### src/kd_tree_pkg.sv
/* KD-tree classifier definitions */

package kd_tree_pkg;

  // Patch geometry
  localparam int DIMS    = 5;             // Coordinates per query patch
  localparam int COORD_W = 11;            // Each coordinate is a signed 11-bit value
  localparam int PATCH_W = DIMS * COORD_W;

  // Tree geometry
  // Three levels of internal nodes give seven nodes and eight leaves
  localparam int DEPTH       = 3;
  localparam int NODE_ADDR_W = 3;         // Heap address, root is node 0

  // Configuration word layout
  localparam int WDATA_W     = 22;
  localparam int DIM_W       = 3;         // Only the low bits of the dimension field are kept
  localparam int CFG_DIM_LSB = 0;         // Dimension field occupies bits 10:0
  localparam int CFG_MED_LSB = COORD_W;   // Median occupies bits 21:11

  localparam int QID_W = 8;

  // Any dimension at or above DIMS reads a zero coordinate
  // A reset node holds this value so every query is sent right
  localparam logic [DIM_W-1:0] DIM_INVALID = 3'd7;

  typedef logic signed [COORD_W-1:0] coord_t;

  // Coordinate k lives at bits 11k+10 down to 11k
  typedef logic [PATCH_W-1:0] patch_t;

  typedef logic [DIM_W-1:0] dim_idx_t;

  typedef logic [NODE_ADDR_W-1:0] node_addr_t;

  typedef logic [WDATA_W-1:0] wdata_t;

  // One bit per level taken so far, the newest decision in the low bit
  // After the last level this is the leaf index
  typedef logic [DEPTH-1:0] path_t;

  typedef logic [QID_W-1:0] qid_t;

endpackage

### src/kd_query_if.sv
/* Query stage between tree levels */

`timescale 1ns/1ps

interface kd_query_if;
  import kd_tree_pkg::*;

  logic   valid;  // A query is present in this cycle
  patch_t patch;  // Query coordinates, never modified along the pipe
  path_t  path;   // Branch history, doubles as the node select of the next level
  qid_t   qid;    // Tag that follows the query to the output

  // The producing side of a stage
  modport source (
    output valid,
    output patch,
    output path,
    output qid
  );

  // The consuming side of a stage
  modport sink (
    input valid,
    input patch,
    input path,
    input qid
  );

endinterface

### src/internal_node.sv
/* KD-tree internal node */

`timescale 1ns/1ps

module internal_node (
  input  logic                clk,
  input  logic                rst_n,
  input  logic                wen,         // Write strobe decoded from the node address
  input  kd_tree_pkg::wdata_t wdata,
  input  logic                valid,       // High only when the path selects this node
  input  kd_tree_pkg::patch_t patch_in,
  output logic                valid_left,
  output logic                valid_right
);
  import kd_tree_pkg::*;

  dim_idx_t split_dim;  // Which coordinate this node splits on
  coord_t   median;     // Split threshold
  coord_t   coord;      // Coordinate picked out of the incoming patch
  logic     go_left;

  // Split configuration
  // A new word is seen by queries from the following cycle on
  always_ff @(posedge clk) begin
    if (!rst_n) begin
      split_dim <= DIM_INVALID;  // Unconfigured node reads a zero coordinate
      median    <= '0;           // Zero is not below zero so the query goes right
    end else if (wen) begin
      split_dim <= wdata[CFG_DIM_LSB +: DIM_W];
      median    <= wdata[CFG_MED_LSB +: COORD_W];
    end
  end

  // Select the coordinate named by split_dim
  // Dimension codes 5 to 7 match no coordinate and leave the zero default
  always_comb begin
    coord = '0;
    for (int k = 0; k < DIMS; k++) begin
      if (split_dim == dim_idx_t'(k)) begin
        coord = patch_in[k*COORD_W +: COORD_W];
      end
    end
  end

  // Both operands are coord_t so the compare is signed
  // A tie with the median falls through to the right branch
  assign go_left = (coord < median);

  assign valid_left  = valid && go_left;   // Left child takes the query
  assign valid_right = valid && !go_left;  // Right child takes the query

endmodule

### src/tree_level.sv
/* One level of the KD tree */

`timescale 1ns/1ps

module tree_level #(
  parameter int LEVEL = 0  // Depth of this level with the root at level 0
) (
  input  logic                    clk,
  input  logic                    rst_n,
  input  logic                    cfg_wen,
  input  kd_tree_pkg::node_addr_t cfg_addr,
  input  kd_tree_pkg::wdata_t     cfg_wdata,
  kd_query_if.sink                up,     // Query arriving from the level above
  kd_query_if.source              down    // Registered query for the level below
);
  import kd_tree_pkg::*;

  // Level L holds heap addresses 2^L-1 through 2^(L+1)-2
  localparam int NODES = 1 << LEVEL;
  localparam int BASE  = NODES - 1;

  logic [NODES-1:0] node_wen;    // One write strobe per node
  logic [NODES-1:0] node_valid;  // Query routed to this node
  logic [NODES-1:0] node_left;
  logic [NODES-1:0] node_right;
  logic             any_valid;
  logic             branch_right;
  path_t            next_path;

  for (genvar n = 0; n < NODES; n++) begin : g_node
    // Address decode against the heap position of this node
    assign node_wen[n] = cfg_wen && (cfg_addr == node_addr_t'(BASE + n));

    // The path holds exactly LEVEL decisions with zeros above them,
    // so its value is the index of the node within this level
    assign node_valid[n] = up.valid && (up.path == path_t'(n));

    internal_node u_node (
      .clk         (clk),
      .rst_n       (rst_n),
      .wen         (node_wen[n]),
      .wdata       (cfg_wdata),
      .valid       (node_valid[n]),
      .patch_in    (up.patch),
      .valid_left  (node_left[n]),
      .valid_right (node_right[n])
    );
  end

  // At most one node is selected, so OR reduction gives its decision
  assign any_valid    = |(node_left | node_right);
  assign branch_right = |node_right;

  // Shift the history up and append this level's decision
  // Left is 0 and right is 1
  assign next_path = {up.path[DEPTH-2:0], branch_right};

  // Stage valid register
  always_ff @(posedge clk) begin
    if (!rst_n) begin
      down.valid <= 1'b0;
    end else begin
      down.valid <= any_valid;  // Equals up.valid one cycle later
    end
  end

  // Payload of the stage
  // Patch, path and tag move down one level per clock
  always_ff @(posedge clk) begin
    down.patch <= up.patch;  // Patch passes through untouched
    down.path  <= next_path;
    down.qid   <= up.qid;
  end

endmodule

### src/kd_tree_top.sv
/* KD-tree classifier top */

`timescale 1ns/1ps

module kd_tree_top (
  input  logic                    clk,
  input  logic                    rst_n,

  // Node configuration port
  input  logic                    cfg_wen,
  input  kd_tree_pkg::node_addr_t cfg_addr,
  input  kd_tree_pkg::wdata_t     cfg_wdata,

  // Query in
  input  logic                    in_valid,
  input  kd_tree_pkg::patch_t     in_patch,
  input  kd_tree_pkg::qid_t       in_qid,

  // Classified query out, three cycles after it entered
  output logic                    out_valid,
  output kd_tree_pkg::path_t      out_leaf,
  output kd_tree_pkg::patch_t     out_patch,
  output kd_tree_pkg::qid_t       out_qid
);

  kd_query_if stage0 ();  // Raw input into the root level
  kd_query_if stage1 ();
  kd_query_if stage2 ();
  kd_query_if stage3 ();  // Leaf decided

  assign stage0.valid = in_valid;
  assign stage0.patch = in_patch;
  assign stage0.path  = '0;        // No decisions yet, selects the root
  assign stage0.qid   = in_qid;

  tree_level #(.LEVEL(0)) u_level0 (
    .clk       (clk),
    .rst_n     (rst_n),
    .cfg_wen   (cfg_wen),
    .cfg_addr  (cfg_addr),
    .cfg_wdata (cfg_wdata),
    .up        (stage0.sink),
    .down      (stage1.source)
  );

  tree_level #(.LEVEL(1)) u_level1 (
    .clk       (clk),
    .rst_n     (rst_n),
    .cfg_wen   (cfg_wen),
    .cfg_addr  (cfg_addr),
    .cfg_wdata (cfg_wdata),
    .up        (stage1.sink),
    .down      (stage2.source)
  );

  tree_level #(.LEVEL(2)) u_level2 (
    .clk       (clk),
    .rst_n     (rst_n),
    .cfg_wen   (cfg_wen),
    .cfg_addr  (cfg_addr),
    .cfg_wdata (cfg_wdata),
    .up        (stage2.sink),
    .down      (stage3.source)
  );

  assign out_valid = stage3.valid;
  assign out_leaf  = stage3.path;  // Full branch history is the leaf index
  assign out_patch = stage3.patch;
  assign out_qid   = stage3.qid;

endmodule

### config.mk
export PLATFORM = sky130hd
export DESIGN_NAME = kd_tree_top
export DESIGN_NICKNAME = d
export VERILOG_FILES = /design/src/kd_tree_pkg.sv /design/src/kd_query_if.sv /design/src/internal_node.sv /design/src/tree_level.sv /design/src/kd_tree_top.sv
export SDC_FILE = /design/constraint.sdc
export NUM_CORES = 1
export LEC_CHECK = 0
export CORE_AREA = 3 3 208 128
export DETAILED_ROUTE_END_ITERATION = 7
export DIE_AREA = 0 0 211 131
export DONT_BUFFER_PORTS = 1
export PLACE_DENSITY = 0.73
export SYNTH_ARGS = -nofsm -noshare
export SYNTH_HDL_FRONTEND = slang
export SYNTH_SLANG_ARGS = --single-unit
### constraint.sdc
create_clock -name clk -period 5.8 [get_ports clk]
set_clock_uncertainty 0.1 [all_clocks]
set_input_delay 0 -clock clk [delete_from_list [all_inputs] [get_ports clk]]
set_output_delay 0 -clock clk [all_outputs]
set_load 0.01 [all_outputs]
==> results.sh, run 1 <==
export IMPL_status="completed"
export IMPL_die_area_sq_mm=0.0276
export IMPL_async_flop_share_pct=0
export IMPL_synth_edf_count=0
export IMPL_synth_cell_type_count=50
export IMPL_htreeDepth=1
export IMPL_min_from="cfg_addr[1]"
export IMPL_p_leak_nw=6.19
export IMPL_nets=1518
export IMPL_antenna_found_initial=2
export IMPL_synth_seq_cells=296
export IMPL_synth_simple_area_share_pct=12.4
export IMPL_end_kind="flop"
export IMPL_worst_hold_slack_ps=32.5
export IMPL_first_global_vias=9764
export IMPL_synth_cells=1221
export IMPL_syn_num_nets=1383
export IMPL_numCtsBuffers=27
export IMPL_vias=10030
export IMPL_rows=45
export IMPL_first_pass_iters=5
export IMPL_cp_arrival_ps=4070
export IMPL_portBuffers=0
export IMPL_die_w_microns=211
export IMPL_drt_wl_total_microns=41600
export IMPL_hold_path_end="u_level1.g_node[0].u_node.split_dim[0]"
export IMPL_fin_crit_ps=3670
export IMPL_core_area_sq_mm=0.0251
export IMPL_detail_route_vias_per_cell=5.87
export IMPL_place_gp_congestion=0.953
export IMPL_critPathSlowestCell="nor3b_1"
export IMPL_clockBufferDepth=3
export IMPL_synthFlopType="dfxtp_1"
export IMPL_cp_num_buf_inv=0
export IMPL_layout_drive_gt1_share_pct=9.88
export IMPL_min_path_type="input port to flop"
export IMPL_netlist_top_cells_count="dfxtp_1, nand2_1, inv_1"
export IMPL_cts_hold_buf=156
export IMPL_die_h_microns=131
export IMPL_synth_warnings=0
export IMPL_worstPathMaxFanout=14
export IMPL_path_delay_family="simple AND/OR/NAND/NOR gates"
export IMPL_setup_viol=0
export IMPL_r2r_cells=9
export IMPL_syn_area_per_cell_sq_um=10.2
export IMPL_path_class="flop to flop"
export IMPL_synth_top_family_by_area="multiplexers"
export IMPL_place_area_sq_mm=0.0126
export IMPL_worstPathRequired_ps=6200
export IMPL_cts_resized=0
export IMPL_dp_hpwl_microns=27500
export IMPL_crit_chain="nor3b_1 -> nand2_1 -> o21ai_0 -> ha_1 -> a221oi_1 -> o311ai_1 -> a211oi_1 -> mux2_1 -> nand4_1"
export IMPL_max_stage_delay_ps=1130
export IMPL_synthMuxAreaShare_pct=14.1
export IMPL_avgRoutedWirePerCell_microns=24.4
export IMPL_cts_sinks=296
export IMPL_clock_latency_ps=570
export IMPL_grt_overflow=0
export IMPL_r2r_slack_ps=2130
export IMPL_yosysTopAreaCell="dfxtp_1"
export IMPL_power_density_mw_per_mm2=307
export IMPL_holdPathStages=4
export IMPL_area_growth_syn_to_layout_pct=22.6
export IMPL_post_cts_buffers=0
export IMPL_final_max_slew_viol_count=0
export IMPL_finalInstanceArea_sq_mm=0.0152
export IMPL_hold_violations=0
export IMPL_synth_most_common_cell="dfxtp_1"
export IMPL_cap_violations=0
export IMPL_cts_root_buf="clkbuf_16"
export IMPL_grt_pass1_wl_microns=62200
export IMPL_ios=159
export IMPL_synth_seq_area_share_pct=47.8
export IMPL_worst_path_stages=9
export IMPL_synth_compound_area_share_pct=12.7
export IMPL_r2r_start="u_level2.g_node[1].u_node.split_dim[0]"
export IMPL_clkTransAtPathRegs_ps=70
export IMPL_drc=0
export IMPL_period_share_pct=63.3
export IMPL_fillers=2013
export IMPL_synth_area_top_cells="dfxtp_1, mux4_2, nand2_1, ha_1, inv_1"
export IMPL_synthAdderAreaFrac_pct=7.06
export IMPL_slew_headroom_pct=15.5
export IMPL_max_freq_mhz=272
export IMPL_initialDrtViolationCount=1225
export IMPL_synth_area_sq_mm=0.0124
export IMPL_cp_start_kind="flop"
export IMPL_fin_setup_tns_ps=0
export IMPL_cts_tree="done"
export IMPL_rsz0062_at_grt="no"
export IMPL_vdd_drop_max_mv=0.265
export IMPL_worst_pin_slew_ps=1260
export IMPL_synth_top_area_share_pct=47.8
export IMPL_yosys_area_share_xor_xnor_pct=0
export IMPL_initial_core_util_pct=49.5
export IMPL_track_usage_pct=30.3
export IMPL_worstReg2RegEnd="u_level2.down.path[0]"
export IMPL_grt_max_degree=102
export IMPL_drtAntennaViolNets=0
## state kept, by name, indices dropped and copies added (netlist names)
| signal | cells |
|---|---|
| u_level0.down.patch | 55 |
| u_level0.down.path | 1 |
| u_level0.down.qid | 8 |
| u_level0.down.valid | 1 |
| u_level0.g_node.u_node.median | 11 |
| u_level0.g_node.u_node.split_dim | 3 |
| u_level1.down.patch | 55 |
| u_level1.down.path | 2 |
| u_level1.down.qid | 8 |
| u_level1.down.valid | 1 |
| u_level1.g_node.u_node.median | 22 |
| u_level1.g_node.u_node.split_dim | 6 |
| u_level2.down.patch | 55 |
| u_level2.down.path | 3 |
| u_level2.down.qid | 8 |
| u_level2.down.valid | 1 |
| u_level2.g_node.u_node.median | 44 |
| u_level2.g_node.u_node.split_dim | 12 |
## worst max path at each step
stage	startpoint	slack (ps)	end
floorplan	u_level2.g_node[1].u_node.split_dim[0]	2950	u_level2.down.path[0]
global placement	u_level2.g_node[1].u_node.split_dim[0]	2200	u_level2.down.path[0]
detailed placement	u_level2.g_node[1].u_node.split_dim[0]	2120	u_level2.down.path[0]
CTS	u_level2.g_node[1].u_node.split_dim[0]	2090	u_level2.down.path[0]
global route	u_level2.g_node[1].u_node.split_dim[0]	1690	u_level2.down.path[0]
finish	u_level2.g_node[1].u_node.split_dim[0]	2130	u_level2.down.path[0]
## power breakdown
part / leakage [nW] / internal (mW) / total [mW] / switching (mW)
clock network: 0.472 / 1.16 / 1.99 / 0.829
registers: 2.46 / 2.13 / 2.27 / 0.145
logic: 3.25 / 0.223 / 0.398 / 0.175
## area by class of cell
type	count	area (sq um)	area share (%)
diodes	2	5.00	0.0329
clock buffers	36	769	5.06
clock inverters	14	216	1.42
inverters	135	507	3.33
multi-input cells	734	5740	37.7
flip-flops and latches	296	5930	39.0
well taps	329	412	2.71
repair buffers	162	1620	10.7
## stage by stage
stage               worst slack (ps)  instances  utilization [%]  total power, mW
floorplan                       2950       1221                -             2.47
global placement                2200       1500             50.4             2.57
detailed placement              2120       1500             50.4             2.57
CTS                             2090       1706             60.6             4.64
global route                    1690       1708             60.6             4.79
finish                          2130       1708             60.6             4.66
## tightest hold or removal path, cell delays in order
cell and delay, ps:
nor2b_1 30, nand2_1 400, nand2_1 110, nand3_1 110
## per-layer routing
metal	up-vias	part of all wire [%]	GRT usage (%)
li1	4463	-	-
met1	4808	43	43.6
met2	699	41	45.1
met3	60	14	9.28
met4	0	2.2	6.96
met5	-	0	0
## cell families (layout without fill, tap and decap cells)
kind of cell,after synthesis,count (layout)
other,0,2
DFF,296,296
adders and majority gates,70,70
buffers and inverters,191,347
muxes,83,83
and+or+nand+nor,358,358
AOI/OAI and AO/OA,223,223
## cells in the final DEF, fill, tap and decap left out, drive strengths merged, types with 4 or more instances in the layout
| master | n |
|---|---|
| a2111oi | 5 |
| a211oi | 6 |
| a21boi | 78 |
| a21o | 10 |
| a21oi | 13 |
| a221oi | 4 |
| a22o | 20 |
| and3 | 5 |
| buf | 7 |
| bufinv | 5 |
| clkbuf | 36 |
| clkinvlp | 4 |
| dfxtp | 296 |
| dlygate4sd3 | 155 |
| ha | 70 |
| inv | 137 |
| mux2i | 7 |
| mux4 | 73 |
| nand2 | 264 |
| nand2b | 11 |
| nand3 | 28 |
| nand3b | 4 |
| nand4 | 11 |
| nor2 | 14 |
| nor2b | 4 |
| nor3 | 5 |
| nor3b | 7 |
| o21ai | 66 |
Power figures use the tool's default switching activity.
==> inputs of run 2 (changes only) <==
- PLACE_DENSITY: 0.73 -> 0.75
- clock period: 5.8 -> 3.1 ns (I/O delays scaled with it)
==> run 2 against run 1 <==
Register-to-register slack worse by 2000 ps. Largest power group unchanged. Worst hold slack worse by 1.4 ps. Non-clock buffer count grew 31.
==> results.sh, run 2 (synthesis results as in run 1) <==
export IMPL_final_common_cell="dfxtp_1"
export IMPL_min_path_type="input port to flop"
export IMPL_grt_max_degree=102
export IMPL_worstPathMaxFanout=7
export IMPL_grt_overflow=0
export IMPL_cts_sinks=296
export IMPL_reg_top3="u_level0.down.patch x55, u_level1.down.patch x55, u_level2.down.patch x55"
export IMPL_r2r_start="u_level0.g_node[0].u_node.split_dim[1]"
export IMPL_dp_hpwl_microns=28000
export IMPL_cp_arrival_ps=3420
export IMPL_worst_hold_slack_ps=31.2
export IMPL_portBuffers=0
export IMPL_status="completed"
export IMPL_first_pass_iters=6
export IMPL_first_global_vias=10370
export IMPL_layout_drive_gt1_share_pct=12.2
export IMPL_final_cell_mix="dfxtp_1, nand2_1, dlygate4sd3_1, inv_1, mux4_2"
export IMPL_drtAntennaViolNets=0
export IMPL_clockBufferDepth=3
export IMPL_end_kind="flop"
export IMPL_place_gp_congestion=0.989
export IMPL_drt_wl_total_microns=42100
export IMPL_core_area_sq_mm=0.0251
export IMPL_clkTransAtPathRegs_ps=70
export IMPL_fin_crit_ps=3010
export IMPL_ios=159
export IMPL_htreeDepth=1
export IMPL_detail_route_vias_per_cell=5.98
export IMPL_vias=10363
export IMPL_hold_violations=0
export IMPL_hold_path_end="u_level1.g_node[0].u_node.median[2]"
export IMPL_initialDrtViolationCount=1171
export IMPL_cts_root_buf="clkbuf_16"
export IMPL_cts_tree="done"
export IMPL_track_usage_pct=30.4
export IMPL_area_growth_syn_to_layout_pct=23.9
export IMPL_finalInstanceArea_sq_mm=0.0154
export IMPL_path_class="flop to flop"
export IMPL_die_area_sq_mm=0.0276
export IMPL_rsz0062_at_grt="no"
export IMPL_antenna_found_initial=2
export IMPL_die_h_microns=131
export IMPL_slew_headroom_pct=22.0
export IMPL_cap_violations=0
export IMPL_rows=45
export IMPL_power_density_mw_per_mm2=539
export IMPL_p_total_mw=8.28
export IMPL_numCtsBuffers=26
export IMPL_num_antenna_cells=0
export IMPL_setup_viol=0
export IMPL_holdPathStages=4
export IMPL_drc=0
export IMPL_final_max_slew_viol_count=0
export IMPL_r2r_cells=8
export IMPL_cp_start_kind="flop"
export IMPL_die_w_microns=211
export IMPL_initial_core_util_pct=49.5
export IMPL_grt_pass1_wl_microns=62900
export IMPL_worstReg2RegEnd="u_level0.down.path[0]"
export IMPL_place_area_sq_mm=0.0129
export IMPL_clock_latency_ps=570
export IMPL_worst_pin_slew_ps=1170
export IMPL_nets=1548
export IMPL_p_leak_nw=6.28
export IMPL_vdd_drop_max_mv=0.409
export IMPL_worstPathRequired_ps=3500
export IMPL_max_freq_mhz=332
export IMPL_r2r_slack_ps=90
export IMPL_avgRoutedWirePerCell_microns=24.3
export IMPL_period_share_pct=97.2
export IMPL_min_from="cfg_addr[1]"
## run 2: power breakdown
group          total (mW)  internal [mW]  switching [mW]
sequential           4.22           3.98           0.237
clock                3.24           1.69            1.55
combinational       0.820          0.443           0.377
total                8.28           6.11            2.17
## run 2: final cells by class
type                    instances  area, sq um
well taps                     329          412
repair buffers                193         1890
inverters                     135          507
multi-input cells             734         5780
flip-flops and latches        296         5930
clock buffers                  31          679
clock inverters                16          164
fillers                      1942         9690
## run 2: worst max-delay path by stage
stage	start	to	slack, ps	cells past startpoint
floorplan	u_level2.g_node[1].u_node.split_dim[0]	u_level2.down.path[0]	250	10
global route	u_level1.g_node[1].u_node.split_dim[0]	u_level1.down.path[0]	0.3	10
detailed placement	u_level2.g_node[2].u_node.split_dim[0]	u_level2.down.path[0]	-60	10
CTS	u_level2.g_node[2].u_node.split_dim[0]	u_level2.down.path[0]	90	11
finish	u_level0.g_node[0].u_node.split_dim[1]	u_level0.down.path[0]	90	8
global placement	u_level2.g_node[2].u_node.split_dim[0]	u_level2.down.path[0]	20	10
## run 2: repair_timing
action                                  4_1_cts  5_1_grt
setup buffers                                 0        0
hold buffers                                156        0
endpoints found under the hold margin       165        0
pin swaps                                     0        0
resized for setup                             1       10
cloned                                        0        0
endpoints found under the setup margin        1        3
## run 2: critical path, stage by stage (launching register included)
cell     delay [ps]
dfxtp_1         580
buf_4           280
mux4_2          530
a22o_1          200
ha_1            340
nand4_1         220
o41ai_4         450
o41ai_2         100
a21oi_1         130
## run 2: metal layers
metal	vias to the layer above	wire [microns]	global-route usage (%)
li1	4518	-	-
met1	4907	17000	42.2
met2	807	17600	46.5
met3	129	6090	8.66
met4	2	1420	9.60
met5	-	7	0
## run 2: metrics by stage
step           util [%]  TNS [ps]  std cells  setup WS, ps
2_1_floorplan         -         0       1221           249
3_3_place_gp       51.5         0       1531          15.1
3_5_place_dp       51.5     -55.8       1531         -55.8
4_1_cts            61.2         0       1734          88.2
5_1_grt            61.3         0       1734         0.315
6_report           61.3         0       1734          87.0
